--- config.mk ---
export PLATFORM = sky130hd
export DESIGN_NAME = rom_load_top
export DESIGN_NICKNAME = d
export VERILOG_FILES = /design/src/source/rom_load_pkg.sv /design/src/source/prog_bus_if.sv /design/src/source/rom_load_top.sv /design/src/source/dwnld_ctrl.sv /design/src/source/obj_convert.sv /design/src/source/ioctl_mapper.sv
export SDC_FILE = /design/constraint.sdc
export NUM_CORES = 1
export LEC_CHECK = 0
export ABC_AREA = 1
export ABC_CLOCK_PERIOD_IN_PS = 2500
export CAP_MARGIN = 20
export CORE_MARGIN = 2
export CORE_UTILIZATION = 50
export DETAILED_ROUTE_END_ITERATION = 12
export DONT_BUFFER_PORTS = 1
export PLACE_DENSITY = 0.73
export SETUP_SLACK_MARGIN = 0.15
export SYNTH_ARGS = -nofsm -noshare
export SYNTH_HDL_FRONTEND = slang
export SYNTH_SLANG_ARGS = --single-unit
--- constraint.sdc ---
create_clock -name clk -period 2.5 [get_ports clk]
set_input_delay 0.5 -clock clk [delete_from_list [all_inputs] [get_ports clk]]
set_output_delay 0.5 -clock clk [all_outputs]
set_load 0.1 [all_outputs]
--- src/source/rom_load_pkg.sv ---
package rom_load_pkg;

    //////////////////////////////////////////////////
    // Bus widths
    //////////////////////////////////////////////////

    // Byte and halfword addresses share one width.
    localparam int ADDR_W  = 22;
    // One download byte.
    localparam int DATA_W  = 8;
    // One SDRAM read word, a halfword pair.
    localparam int SDRAM_W = 32;
    // Byte mask of a halfword.
    localparam int MASK_W  = 2;

    // Active low byte enables.
    localparam logic [MASK_W-1:0] MASK_NONE = 2'b11;
    localparam logic [MASK_W-1:0] MASK_LO   = 2'b10;
    localparam logic [MASK_W-1:0] MASK_HI   = 2'b01;

    //////////////////////////////////////////////////
    // Address map and timing
    //////////////////////////////////////////////////

    // First byte routed to the colour PROMs.
    localparam logic [ADDR_W-1:0] PROM_START = 22'h000200;
    // Object graphics base, in halfwords.
    localparam logic [ADDR_W-1:0] OBJ_START  = 22'h000000;
    // 32-bit words in the object region.
    localparam int OBJ_WORDS = 64;
    // Cycles from prog_rd to valid sdram_dout.
    localparam int RD_LAT    = 2;

    // Counter widths for the converter.
    localparam int WORD_CNT_W = $clog2(OBJ_WORDS + 1);
    localparam int LAT_CNT_W  = $clog2(RD_LAT + 1);

    // Converter FSM states.
    typedef enum logic [2:0] {
        CONV_IDLE,
        CONV_READ,
        CONV_WAIT,
        CONV_WRITE,
        CONV_DONE
    } conv_state_t;

endpackage
--- src/source/prog_bus_if.sv ---
`timescale 1ns/1ps

interface prog_bus_if import rom_load_pkg::*; ();

    // Halfword address, or PROM offset.
    logic [ADDR_W-1:0] addr;
    // Byte to write.
    logic [DATA_W-1:0] data;
    // Active low byte enables.
    logic [MASK_W-1:0] mask;
    // One-cycle write strobe.
    logic              we;

    modport source (
        output addr,
        output data,
        output mask,
        output we
    );

    modport sink (
        input addr,
        input data,
        input mask,
        input we
    );

endinterface

--- src/source/rom_load_top.sv ---
`timescale 1ns/1ps

module rom_load_top import rom_load_pkg::*; (
    input  logic               clk,
    input  logic               arst_n,
    input  logic               downloading,
    input  logic [ADDR_W-1:0]  ioctl_addr,
    input  logic [DATA_W-1:0]  ioctl_data,
    input  logic               ioctl_wr,
    input  logic [SDRAM_W-1:0] sdram_dout,
    output logic [ADDR_W-1:0]  prog_addr,
    output logic [DATA_W-1:0]  prog_data,
    output logic [MASK_W-1:0]  prog_mask,
    output logic               prog_we,
    output logic               prog_rd,
    output logic               prom_we,
    output logic               dwnld_busy
);

    // Conversion request and completion.
    logic convert;
    logic conv_done;

    // Download and converter sources.
    prog_bus_if dl_bus ();
    prog_bus_if cv_bus ();

    //////////////////////////////////////////////////
    // Datapath blocks
    //////////////////////////////////////////////////

    ioctl_mapper i_ioctl_mapper (
        .clk         (clk),
        .arst_n      (arst_n),
        .downloading (downloading),
        .ioctl_addr  (ioctl_addr),
        .ioctl_data  (ioctl_data),
        .ioctl_wr    (ioctl_wr),
        .bus         (dl_bus),
        .prom_we     (prom_we)
    );

    obj_convert i_obj_convert (
        .clk        (clk),
        .arst_n     (arst_n),
        .convert    (convert),
        .sdram_dout (sdram_dout),
        .bus        (cv_bus),
        .prog_rd    (prog_rd),
        .conv_done  (conv_done)
    );

    // Bus select and busy flag.
    dwnld_ctrl i_dwnld_ctrl (
        .clk         (clk),
        .arst_n      (arst_n),
        .downloading (downloading),
        .dl_bus      (dl_bus),
        .cv_bus      (cv_bus),
        .conv_done   (conv_done),
        .convert     (convert),
        .prog_addr   (prog_addr),
        .prog_data   (prog_data),
        .prog_mask   (prog_mask),
        .prog_we     (prog_we),
        .dwnld_busy  (dwnld_busy)
    );

endmodule

--- src/source/dwnld_ctrl.sv ---
`timescale 1ns/1ps

module dwnld_ctrl import rom_load_pkg::*; (
    input  logic              clk,
    input  logic              arst_n,
    input  logic              downloading,
    prog_bus_if.sink          dl_bus,
    prog_bus_if.sink          cv_bus,
    input  logic              conv_done,
    output logic              convert,
    output logic [ADDR_W-1:0] prog_addr,
    output logic [DATA_W-1:0] prog_data,
    output logic [MASK_W-1:0] prog_mask,
    output logic              prog_we,
    output logic              dwnld_busy
);

    // Downloading, one cycle late.
    logic dl_last;
    logic dl_fall;
    // Download path owns the bus.
    logic dl_sel;

    assign dl_fall = dl_last && !downloading;
    // Extra cycle lets the final mapper write through.
    assign dl_sel  = downloading || dl_last;

    //////////////////////////////////////////////////
    // Phase control
    //////////////////////////////////////////////////

    always_ff @(posedge clk or negedge arst_n) begin
        if (!arst_n) begin
            dl_last    <= 1'b0;
            convert    <= 1'b0;
            dwnld_busy <= 1'b0;
        end else begin
            dl_last <= downloading;
            // Conversion starts once the download ends.
            if (dl_fall) begin
                convert <= 1'b1;
            end else if (conv_done) begin
                convert <= 1'b0;
            end
            if (downloading) begin
                dwnld_busy <= 1'b1;
            end else if (conv_done) begin
                dwnld_busy <= 1'b0;
            end
        end
    end

    //////////////////////////////////////////////////
    // Program bus register
    //////////////////////////////////////////////////

    always_ff @(posedge clk or negedge arst_n) begin
        if (!arst_n) begin
            prog_we   <= 1'b0;
            prog_mask <= MASK_NONE;
        end else if (dl_sel) begin
            prog_we   <= dl_bus.we;
            prog_mask <= dl_bus.mask;
        end else if (convert) begin
            prog_we   <= cv_bus.we;
            prog_mask <= cv_bus.mask;
        end else begin
            // Quiet bus.
            prog_we   <= 1'b0;
            prog_mask <= MASK_NONE;
        end
    end

    always_ff @(posedge clk) begin
        if (dl_sel) begin
            prog_addr <= dl_bus.addr;
            prog_data <= dl_bus.data;
        end else if (convert) begin
            prog_addr <= cv_bus.addr;
            prog_data <= cv_bus.data;
        end
    end

    // Host must not restart a download mid conversion.
    a_no_overlap: assert property (
        @(posedge clk) disable iff (!arst_n)
        !(convert && downloading)
    ) else $error("dwnld_ctrl: convert high while downloading");

endmodule

--- src/source/obj_convert.sv ---
`timescale 1ns/1ps

module obj_convert import rom_load_pkg::*; (
    input  logic               clk,
    input  logic               arst_n,
    input  logic               convert,
    input  logic [SDRAM_W-1:0] sdram_dout,
    prog_bus_if.source         bus,
    output logic               prog_rd,
    output logic               conv_done
);

    conv_state_t           state;
    // Word being converted.
    logic [WORD_CNT_W-1:0] word_cnt;
    // Cycles spent waiting for read data.
    logic [LAT_CNT_W-1:0]  lat_cnt;
    // Byte of the word being written.
    logic [1:0]            byte_idx;
    // Re-ordered word, held for bytes 1 to 3.
    logic [SDRAM_W-1:0]    word_buf;
    // Re-ordered form of the live read data.
    logic [SDRAM_W-1:0]    reordered;
    // Halfword address of the current word.
    logic [ADDR_W-1:0]     word_addr;
    logic                  last_word;
    // Read data is valid this cycle.
    logic                  capture;

    assign word_addr = OBJ_START + ADDR_W'({word_cnt, 1'b0});
    assign last_word = word_cnt == WORD_CNT_W'(OBJ_WORDS - 1);
    assign capture   = (state == CONV_WRITE) && (byte_idx == 2'd0);
    assign conv_done = state == CONV_DONE;

    // Byte j takes byte 3-j with its nibbles swapped.
    always_comb begin
        for (int j = 0; j < 4; j++) begin
            reordered[8*j +: 8] = {sdram_dout[8*(3-j) +: 4], sdram_dout[8*(3-j)+4 +: 4]};
        end
    end

    //////////////////////////////////////////////////
    // Converter FSM
    //////////////////////////////////////////////////

    always_ff @(posedge clk or negedge arst_n) begin
        if (!arst_n) begin
            state    <= CONV_IDLE;
            word_cnt <= '0;
            lat_cnt  <= '0;
            byte_idx <= '0;
            prog_rd  <= 1'b0;
        end else begin
            // Read strobe trails the address by one cycle.
            prog_rd <= state == CONV_READ;
            case (state)
                CONV_IDLE: begin
                    word_cnt <= '0;
                    if (convert) begin
                        state <= CONV_READ;
                    end
                end
                CONV_READ: begin
                    lat_cnt <= LAT_CNT_W'(1);
                    state   <= CONV_WAIT;
                end
                CONV_WAIT: begin
                    lat_cnt <= lat_cnt + 1'b1;
                    if (lat_cnt == LAT_CNT_W'(RD_LAT)) begin
                        byte_idx <= '0;
                        state    <= CONV_WRITE;
                    end
                end
                CONV_WRITE: begin
                    byte_idx <= byte_idx + 1'b1;
                    if (byte_idx == 2'd3) begin
                        word_cnt <= word_cnt + 1'b1;
                        state    <= last_word ? CONV_DONE : CONV_READ;
                    end
                end
                CONV_DONE: begin
                    state <= CONV_IDLE;
                end
                default: begin
                    state <= CONV_IDLE;
                end
            endcase
        end
    end

    // Holds the word for the last three byte writes.
    always_ff @(posedge clk) begin
        if (capture) begin
            word_buf <= reordered;
        end
    end

    //////////////////////////////////////////////////
    // Program bus drive
    //////////////////////////////////////////////////

    always_comb begin
        bus.we = state == CONV_WRITE;
        // First byte comes straight from the SDRAM.
        bus.data = capture ? reordered[7:0] : word_buf[8*byte_idx +: 8];
        if (state == CONV_WRITE) begin
            bus.addr = word_addr + ADDR_W'(byte_idx[1]);
            bus.mask = byte_idx[0] ? MASK_HI : MASK_LO;
        end else begin
            // Read address outside write cycles.
            bus.addr = word_addr;
            bus.mask = MASK_NONE;
        end
    end

    // Reads and writes never share a cycle.
    a_rd_we_excl: assert property (
        @(posedge clk) disable iff (!arst_n)
        !(prog_rd && bus.we)
    ) else $error("obj_convert: read and write in one cycle");

    a_word_range: assert property (
        @(posedge clk) disable iff (!arst_n)
        word_cnt <= WORD_CNT_W'(OBJ_WORDS)
    ) else $error("obj_convert: word counter out of range");

endmodule

--- src/source/ioctl_mapper.sv ---
`timescale 1ns/1ps

module ioctl_mapper import rom_load_pkg::*; (
    input  logic              clk,
    input  logic              arst_n,
    input  logic              downloading,
    input  logic [ADDR_W-1:0] ioctl_addr,
    input  logic [DATA_W-1:0] ioctl_data,
    input  logic              ioctl_wr,
    prog_bus_if.source        bus,
    output logic              prom_we
);

    // Qualified host strobe.
    logic              byte_wr;
    // Byte belongs to the PROM region.
    logic              in_prom;
    // Byte offset inside the PROM region.
    logic [ADDR_W-1:0] prom_offset;
    // Halfword address for SDRAM bytes.
    logic [ADDR_W-1:0] half_addr;

    assign byte_wr     = ioctl_wr && downloading;
    assign in_prom     = ioctl_addr >= PROM_START;
    assign prom_offset = ioctl_addr - PROM_START;
    assign half_addr   = {1'b0, ioctl_addr[ADDR_W-1:1]};

    //////////////////////////////////////////////////
    // Strobes and byte mask
    //////////////////////////////////////////////////

    always_ff @(posedge clk or negedge arst_n) begin
        if (!arst_n) begin
            bus.we   <= 1'b0;
            bus.mask <= MASK_NONE;
            prom_we  <= 1'b0;
        end else begin
            // Exactly one destination per byte.
            bus.we  <= byte_wr && !in_prom;
            prom_we <= byte_wr && in_prom;
            if (byte_wr && !in_prom) begin
                // Even bytes go low, odd bytes go high.
                if (ioctl_addr[0]) begin
                    bus.mask <= MASK_HI;
                end else begin
                    bus.mask <= MASK_LO;
                end
            end else begin
                // Idle bus keeps both bytes off.
                bus.mask <= MASK_NONE;
            end
        end
    end

    //////////////////////////////////////////////////
    // Address and data
    //////////////////////////////////////////////////

    always_ff @(posedge clk) begin
        if (byte_wr) begin
            if (in_prom) begin
                bus.addr <= prom_offset;
            end else begin
                bus.addr <= half_addr;
            end
            bus.data <= ioctl_data;
        end
    end

    // SDRAM and PROM writes are exclusive.
    a_single_dest: assert property (
        @(posedge clk) disable iff (!arst_n)
        !(bus.we && prom_we)
    ) else $error("ioctl_mapper: SDRAM and PROM write in one cycle");

endmodule

* After elaboration in Yosys (flattened, before gate mapping)
Cells that the tools add are included.
** Cells by class
- Order comparisons :: 1
- Equality and inequality tests :: 10
- Shift operators :: 1
- Reduce and logical (&&, ||, !) cells :: 19
- Add/subtract/negate cells :: 5
- Muxes and demuxes :: 28
** Operators with widths (count)
- $mux 22 :: 2
- $shiftx 32x6->8 :: 1
- $mux 8 :: 3
- $ge 22x10->1 const B :: 1
- $sub 22x10->22 const B :: 1
- $mux 21 :: 1
- $mux 2 :: 7
- $pmux 7 s2 :: 1
- $mux 3 :: 4
- $pmux 3 s4 :: 1
- $reduce_bool 2->1 :: 6
- $add 8x1->9 :: 1
- $mux 9 :: 1
- $pmux 2 s2 :: 2
- $add 7x1->7 const B :: 1
- $eq 7x6->1 const B :: 1
- $mux 7 :: 1
- $eq 3x2->1 const B :: 2
- $logic_and 1x1->1 :: 5
- $mux 1 :: 5
- $add 2x1->2 const B :: 2
- $eq 2x2->1 const B :: 2
- $ne 2x1->1 const B :: 2
- $reduce_and 2->1 :: 2
- other kinds (8) :: 9
** Storage, ports and cells
- Output and inout port bits :: 36
- Logic and storage cells :: 83
- Register bits :: 117

* Longest topological paths before layout
Gate-level depths: netlist of run 1.
- Word-level depth :: 5
- Mapped depth :: 8
- Depth with buffers taken out :: 8

* Cells and area by module
A second synthesis of run 1 with hierarchy kept.
** Unflattened totals
- Cell total of the unflattened synthesis :: 535
- Area total of the unflattened synthesis :: 5456.5 sq um
** By module, submodules not included
- obj_convert :: cells an instance 231, seq. area each 1336.3 sq um, area an instance 2209.6 sq um, times used 1
- ioctl_mapper :: cells an instance 147, seq. area each 1003.5 sq um, area an instance 1646.6 sq um, times used 1
- dwnld_ctrl :: cells an instance 157, seq. area each 1053.5 sq um, area an instance 1600.3 sq um, times used 1

* Least setup slack after synthesis of run 1
No wires, ideal clock.
- Path kind :: flip-flop to flip-flop
- From :: reg i_obj_convert.byte_idx[1]
- To :: reg i_obj_convert.word_buf[0], enable pin
- Slack :: 268 ps
- Arrival :: 1845 ps
- Setup time :: 387 ps
- Stages on the path, launching flop included :: 8
- Required time :: 2113 ps
- Buffers on the path :: 3
- Cells stage by stage :: dfrtp_1 buf_2 inv_1 buf_2 ha_1 buf_2 nand2_2 inv_1
** On the way
- Word-level cells in the longest chain between the ends :: 2
** RTL lines
- start: declaration :: line obj_convert.sv:19 : logic [1:0] byte_idx;
- start signal: assignment :: line obj_convert.sv:75 : byte_idx <= byte_idx + 1'b1;
- $logic_not 2->1 :: line obj_convert.sv:32 : assign capture = (state == CONV_WRITE) && (byte_idx == 2'd0);
- $logic_and 1x1->1 :: line obj_convert.sv:32
- net i_obj_convert.capture :: line obj_convert.sv:28 : logic capture;
- end signal: assignment :: line obj_convert.sv:94 : word_buf <= reordered;
- end: declaration :: line obj_convert.sv:21 : logic [SDRAM_W-1:0] word_buf;
The timed path passes the listed nets, and every way through them passes these cells.
A chain may end at the register's enable or synchronous reset.

* Worst setup path in the final report of run 1
- From :: reg i_obj_convert.byte_idx[0]
- To :: reg i_obj_convert.word_buf[4], enable pin
Same word-level chain as after synthesis.

==> results of run 1 <==
-- synthesized netlist by cell type (2+ instances only) --
master,n,area share
buf_6,5,0.011
dfrtp_1,21,0.10
nor3_1,2,0.0020
nand2_2,4,0.0050
or2_2,2,0.0025
nand2_1,94,0.070
nand3_1,35,0.035
clkbuf_1,3,0.0022
ha_1,5,0.012
o21ai_1,5,0.0050
o21ai_0,18,0.018
o21bai_1,2,0.0030
nand4_1,4,0.0050
nor2_1,57,0.043
nand2_4,2,0.0045
a21oi_1,17,0.017
buf_2,5,0.0050
xnor2_1,3,0.0052
nor2_2,2,0.0025
inv_2,5,0.0037
edfxtp_1,92,0.55
a31oi_1,9,0.011
dfstp_2,4,0.021
inv_1,49,0.037
xor2_1,3,0.0052
-- how the worst max path moves through the flow --
stage / endpoint / slack (ns) / startpoint
finish: i_obj_convert.word_buf[4] / 0.43 / i_obj_convert.byte_idx[0]
global route: i_obj_convert.word_buf[13] / 0.31 / i_obj_convert.byte_idx[0]
CTS: i_obj_convert.word_buf[13] / 0.46 / i_obj_convert.byte_idx[0]
detailed placement: i_obj_convert.word_buf[4] / 0.49 / i_obj_convert.byte_idx[0]
global placement: i_obj_convert.word_buf[29] / 0.57 / i_obj_convert.byte_idx[0]
floorplan: i_obj_convert.word_buf[0] / 0.27 / i_obj_convert.byte_idx[1]
-- state kept, by name, indices dropped and copies added, names as in the netlist --
register                 count
i_dwnld_ctrl.prog_mask       2
i_ioctl_mapper.bus.data      8
i_ioctl_mapper.bus.we        1
i_dwnld_ctrl.prog_addr      22
i_obj_convert.state          3
i_ioctl_mapper.bus.addr     22
i_obj_convert.prog_rd        1
i_dwnld_ctrl.dl_last         1
i_dwnld_ctrl.prog_we         1
i_obj_convert.lat_cnt        2
i_obj_convert.word_buf      32
i_ioctl_mapper.bus.mask      2
i_dwnld_ctrl.convert         1
i_ioctl_mapper.prom_we       1
i_obj_convert.word_cnt       7
i_dwnld_ctrl.prog_data       8
i_dwnld_ctrl.dwnld_busy      1
i_obj_convert.byte_idx       2
-- per-layer routing --
layer	track usage	vias up
met5	0	-
met4	0.0772	0
met3	0.0758	6
met2	0.325	143
met1	0.238	1628
li1	-	1631
-- per-stage QoR --
stage	utilization	area [sq um]	setup slack [ns]
3_3_place_gp	0.551	5390	0.573
6_report	0.618	6040	0.430
5_1_grt	0.618	6040	0.307
3_5_place_dp	0.551	5390	0.489
4_1_cts	0.618	6040	0.458
2_1_floorplan	-	5030	0.268
-- report_power, final --
group          total [W]  switching [W]  leakage, nW  internal, W
clock network    0.00239       0.000795        0.302      0.00159
logic           0.000489       0.000394         1.13    0.0000957
registers        0.00222      0.0000316         1.18      0.00219
-- cell families after synthesis --
family	after synthesis	synth area share
simple gates	205	0.177
flops	117	0.675
buf+inv	68	0.0602
compound gates	57	0.0645
xor+xnor	6	0.0105
fa+ha+maj	5	0.0124
-- cell usage in the layout (no fill, tap or decap), types with 3 or more instances in the layout --
cell type      Yosys  layout
nand2_1           94      94
edfxtp_1          92      92
nor2_1            57      57
inv_1             49      49
buf_4              1      39
nand3_1           35      35
dfrtp_1           21      21
clkbuf_16          0      19
o21ai_0           18      18
a21oi_1           17      17
a31oi_1            9       9
inv_2              5       5
o21ai_1            5       5
ha_1               5       5
clkbuf_8           0       5
nand2_2            4       4
nand4_1            4       4
clkinv_2           0       4
dfstp_2            4       4
xor2_1             3       3
xnor2_1            3       3
dlygate4sd3_1      0       3
-- layout make-up --
class                      count  area (sq um)  area share
sequential                   117          3390       0.561
inverter                      54           203      0.0335
tap                          133           166      0.0275
multi-input combinational    273          1330       0.220
timing repair buffer          43           343      0.0567
clock inverter                 6          57.6     0.00952
clock buffer                  26           552      0.0913
-- what timing repair did --
item,CTS,global route
hold buffers,4,0
setup endpoints to repair,0,0
endpoints found under the hold margin,27,0
==> flow_metrics.tcl, run 1 <==
set metrics [dict create \
    wl_met3_um 758 \
    ys_warn_count 0 \
    dp_hpwl_um 7010 \
    nets 577 \
    cp_num_cells 5 \
    cts_sinks 117 \
    wl_met2_um 5250 \
    grt-ovfl-total 0 \
    cpLargestDelayFamily "buffers and inverters" \
    setup_violations 0 \
    die_h_um 104 \
    cts-root-buf "clkbuf_8" \
    cts_buffers 17 \
    syn2layout_area_growth_pct 20.3 \
    slew_viol_final 0 \
    power_w 0.00510 \
    coreArea_sq_um 9770 \
    p_leak_nw 2.61 \
    dr.pass1.iters 5 \
    finalSetupTns_ns 0 \
    cts_resized 0 \
    arrival_ns 2.24 \
    num_rows 36 \
    clockBufferDepth 2 \
    yosysUniqueCellTypes 35 \
    critPathSlowestCell "ha_1" \
    worst_hold_path.endpoint "i_obj_convert.word_buf[18]" \
    antenna_found_initial 0 \
    fin_worst_skew_ns 0.00545 \
    top_layer_used "met4" \
    ff2ff_path_depth 5 \
    routed_via_density 5.23 \
    antenna_left 0 \
    synth_edf_count 92 \
    clk_pin_slew_worst_paths_ns 0.06 \
    period_needed_ns 2.07 \
    rr_startpoint "i_obj_convert.byte_idx[0]" \
    grtUsageTotal 0.199 \
    hold_viol 0 \
    critPathKind "reg2reg" \
    tritoncts "yes" \
    insertion_delay_ns 0.51 \
    crit_path_cell_trace "inv_2, ha_1, nand2_2, inv_1, buf_4" \
    syn_area_per_cell_sq_um 11.0 \
    dp_cells 616 \
    gp_congestion 0.843 \
    wl_per_cell_um 15.5 \
    ir_drop_mv 0.510 \
    n_antenna_cell 0 \
    p_per_area_nw_per_um2 844 \
    period_share 0.828 \
    path_max_fanout 32 \
    dr.first_iter.drc_count 243 \
    rsz0062_at_grt "no" \
    die_area_sq_um 10900 \
    r2r_slack_ns 0.43 \
    io_pins 102 \
    tightest_slew_ns 0.893 \
    worst-path-buf-inv 3 \
    syn-cell-area_sq_um 5030 \
    timing.fmax_mhz 483 \
    grt_pass1_wl_um 16600 \
    num_vias 3408 \
    synthArstFlopShare 0.214 \
    synth-seq-cells 117 \
    remaining_drc_errors 0 \
    grt_max_degree 33 \
    fin_cells 652 \
    drt-total-wl_um 10100 \
    timing.hold.ws_ns 0.0798 \
    min_path_cells 0 \
    layout-drive-gt1-share 0.183 \
    cp.required_ns 2.67 \
    h-tree-depth 4 \
    critPathLaunchType "flop" \
    syn_inst 458 \
    rr_endpoint "i_obj_convert.word_buf[4]" \
    initial_core_util 0.514 \
    max_stage_delay_ns 0.42 \
    cts_setup_buffers 0 \
    seq_area_frac_synth 0.675 \
    syn_nets 529 \
    hold_class "in2reg" \
    slew_headroom 0.404 \
    die_x_um 104 \
    end_kind "flop" \
    maxCapViolations 0 \
    fillCellCount 753 \
    grt_pass1_vias 3491 \
    min-delay-start "sdram_dout[14]" \
    status "complete, no violations" \
    synth_ff_type "edfxtp_1" \
    drt-met1-wl_um 4020 \
    port_buffers 0 \
]
No activity file was read; power rests on OpenSTA's default activity.
==> run 2: changes to the inputs <==
--- a/config.mk
+++ b/config.mk
@@ -6,7 +6,7 @@
 export NUM_CORES = 1
 export LEC_CHECK = 0
 export ABC_AREA = 1
-export ABC_CLOCK_PERIOD_IN_PS = 2500
+export ABC_CLOCK_PERIOD_IN_PS = 1950
 export CAP_MARGIN = 20
 export CORE_MARGIN = 2
 export CORE_UTILIZATION = 50
==> constraint.sdc (replaced) <==
create_clock -name clk -period 1.95 [get_ports clk]
set_input_delay 0.39 -clock clk [delete_from_list [all_inputs] [get_ports clk]]
set_output_delay 0.39 -clock clk [all_outputs]
set_load 0.1 [all_outputs]
==> run 2 against run 1 <==
- hold slack worse by 0.029 ns
- critical path type is now reg2out
- worst setup slack worse by 0.24 ns
- largest cell class unchanged
- total power increased by 26%
- die area did not move
- clock skew is 0.0024 ns higher
==> flow_metrics.tcl, run 2 (synthesis results as in run 1) <==
set metrics [dict create \
    dp_hpwl_um 7250 \
    num_rows 36 \
    layout-drive-gt1-share 0.177 \
    swShare 0.243 \
    reg_top3 "i_obj_convert.word_buf x32, i_dwnld_ctrl.prog_addr x22, i_ioctl_mapper.bus.addr x22" \
    drt-total-wl_um 11200 \
    insertion_delay_ns 0.53 \
    cp-startpoint "i_dwnld_ctrl.prog_mask[1]" \
    maxCapViolations 0 \
    utilization 0.666 \
    end_kind "primary output" \
    ir_drop_mv 0.714 \
    clk_pin_slew_worst_paths_ns 0.06 \
    cp.required_ns 1.56 \
    port_buffers 0 \
    setup_ws_ns 0.186 \
    antenna_found_initial 2 \
    arrival_ns 1.37 \
    grt_pass1_vias 3638 \
    setup_violations 0 \
    clkPwrFrac 0.448 \
    dr.pass1.iters 5 \
    finalSetupTns_ns 0 \
    num_vias 3676 \
    grt_max_degree 27 \
    period_share 0.904 \
    post-place-ws_ns 0.273 \
    grt-ovfl-total 0 \
    fin_worst_skew_ns 0.00783 \
    die_h_um 104 \
    period_needed_ns 1.76 \
    gp_congestion 0.827 \
    r2r_slack_ns 0.24 \
    tightest_slew_ns 0.485 \
    die_area_sq_um 10900 \
    path_max_fanout 1 \
    h-tree-depth 4 \
    cts_sinks 117 \
    syn2layout_area_growth_pct 29.4 \
    grtUsageTotal 0.221 \
    critPathLaunchType "flop" \
    critPathKind "reg2out" \
    cts_buffers 17 \
    tritoncts "yes" \
    cts-root-buf "clkbuf_8" \
    dr.first_iter.drc_count 318 \
    slew_headroom 0.677 \
    antenna_left 0 \
    top_register "i_obj_convert.word_buf" \
    remaining_drc_errors 0 \
    die_x_um 104 \
    final_common_cell "nand2_1" \
    hold_viol 0 \
    p_switching_w 0.00157 \
    cts_setup_buffers 0 \
    rr_startpoint "i_obj_convert.byte_idx[0]" \
    rsz0062_at_grt "no" \
    timing.fmax_mhz 567 \
    status "complete, no violations" \
    io_pins 102 \
    routed_via_density 5.26 \
    grt_pass1_wl_um 18000 \
    slew_viol_final 0 \
    p_per_area_nw_per_um2 990 \
    p_seq_frac 0.442 \
    coreArea_sq_um 9770 \
    wl_per_cell_um 16.0 \
    clockBufferDepth 2 \
    final_cell_mix "nand2_1 (93), edfxtp_1 (92), nor2_1 (57)" \
    cell_internal_pwr_w 0.00488 \
    hold_class "in2reg" \
    largest_reg_flops 32 \
    min-delay-start "downloading" \
    nets 622 \
    p_leak_nw 2.77 \
    initial_core_util 0.514 \
    combPwrFrac 0.109 \
]
==> run 2: changes by cell type in the layout (fill, tap and decap cells not counted), sizes merged <==
cell,delta
buf,+5
clkbuf,+2
clkinv,-1
diode,+2
dlygate4sd3,+40
inv,-1
==> run 2: final cells by class <==
cell class | instances | area, sq um
Antenna cell | 2 | 5.00
Clock buffer | 28 | 515
Clock inverter | 4 | 45.0
Fill cell | 710 | 3270
Inverter | 54 | 211
Multi-Input combinational cell | 273 | 1360
Sequential cell | 117 | 3400
Tap cell | 133 | 166
Timing Repair Buffer | 88 | 806
==> run 2: routing by layer <==
layer	GRT usage	part of all wire	vias to the layer above
met5	0	0	-
li1	-	-	1734
met4	0.109	0.033	0
met1	0.268	0.40	1750
met2	0.348	0.50	159
met3	0.0815	0.070	33
==> run 2: path summary, 6_finish.rpt <==
| kind | cells past startpoint | end |
|---|---|---|
| min reg2reg | 1 | i_dwnld_ctrl.prog_we |
| max in group asynchronous | 2 | i_ioctl_mapper.bus.mask[1] |
| max | 0 | prog_mask[1] |
| min in group asynchronous | 2 | i_obj_convert.lat_cnt[0] |
| max reg2reg | 5 | i_obj_convert.word_buf[10] |
| min | 2 | i_ioctl_mapper.prom_we |
==> run 2: metrics by stage <==
step | cells | area, sq um | hold slack [ns] | total power [W]
after floorplan | 458 | 5080 | 0.0944 | 0.00338
after global placement | 621 | 5490 | 0.0950 | 0.00350
after detailed placement | 621 | 5490 | 0.0950 | 0.00351
after CTS | 697 | 6500 | 0.0443 | 0.00646
after global routing | 699 | 6500 | 0.0315 | 0.00664
final | 699 | 6500 | 0.0507 | 0.00644
==> run 2: timing repair <==
item,in CTS,in global routing
hold endpoints to repair,70,0
hold buffers,44,0
setup endpoints to repair,0,1
gates resized for setup,0,1
==> run 2: power by group through the flow <==
stage | Combinational [W] | Clock [W] | Sequential (W)
2_1_floorplan | 0.000110 | 0 | 0.00327
3_5_place_dp | 0.000617 | 0 | 0.00289
6_report | 0.000705 | 0.00289 | 0.00285
5_1_grt | 0.000739 | 0.00305 | 0.00286
3_3_place_gp | 0.000611 | 0 | 0.00289
4_1_cts | 0.000703 | 0.00291 | 0.00285
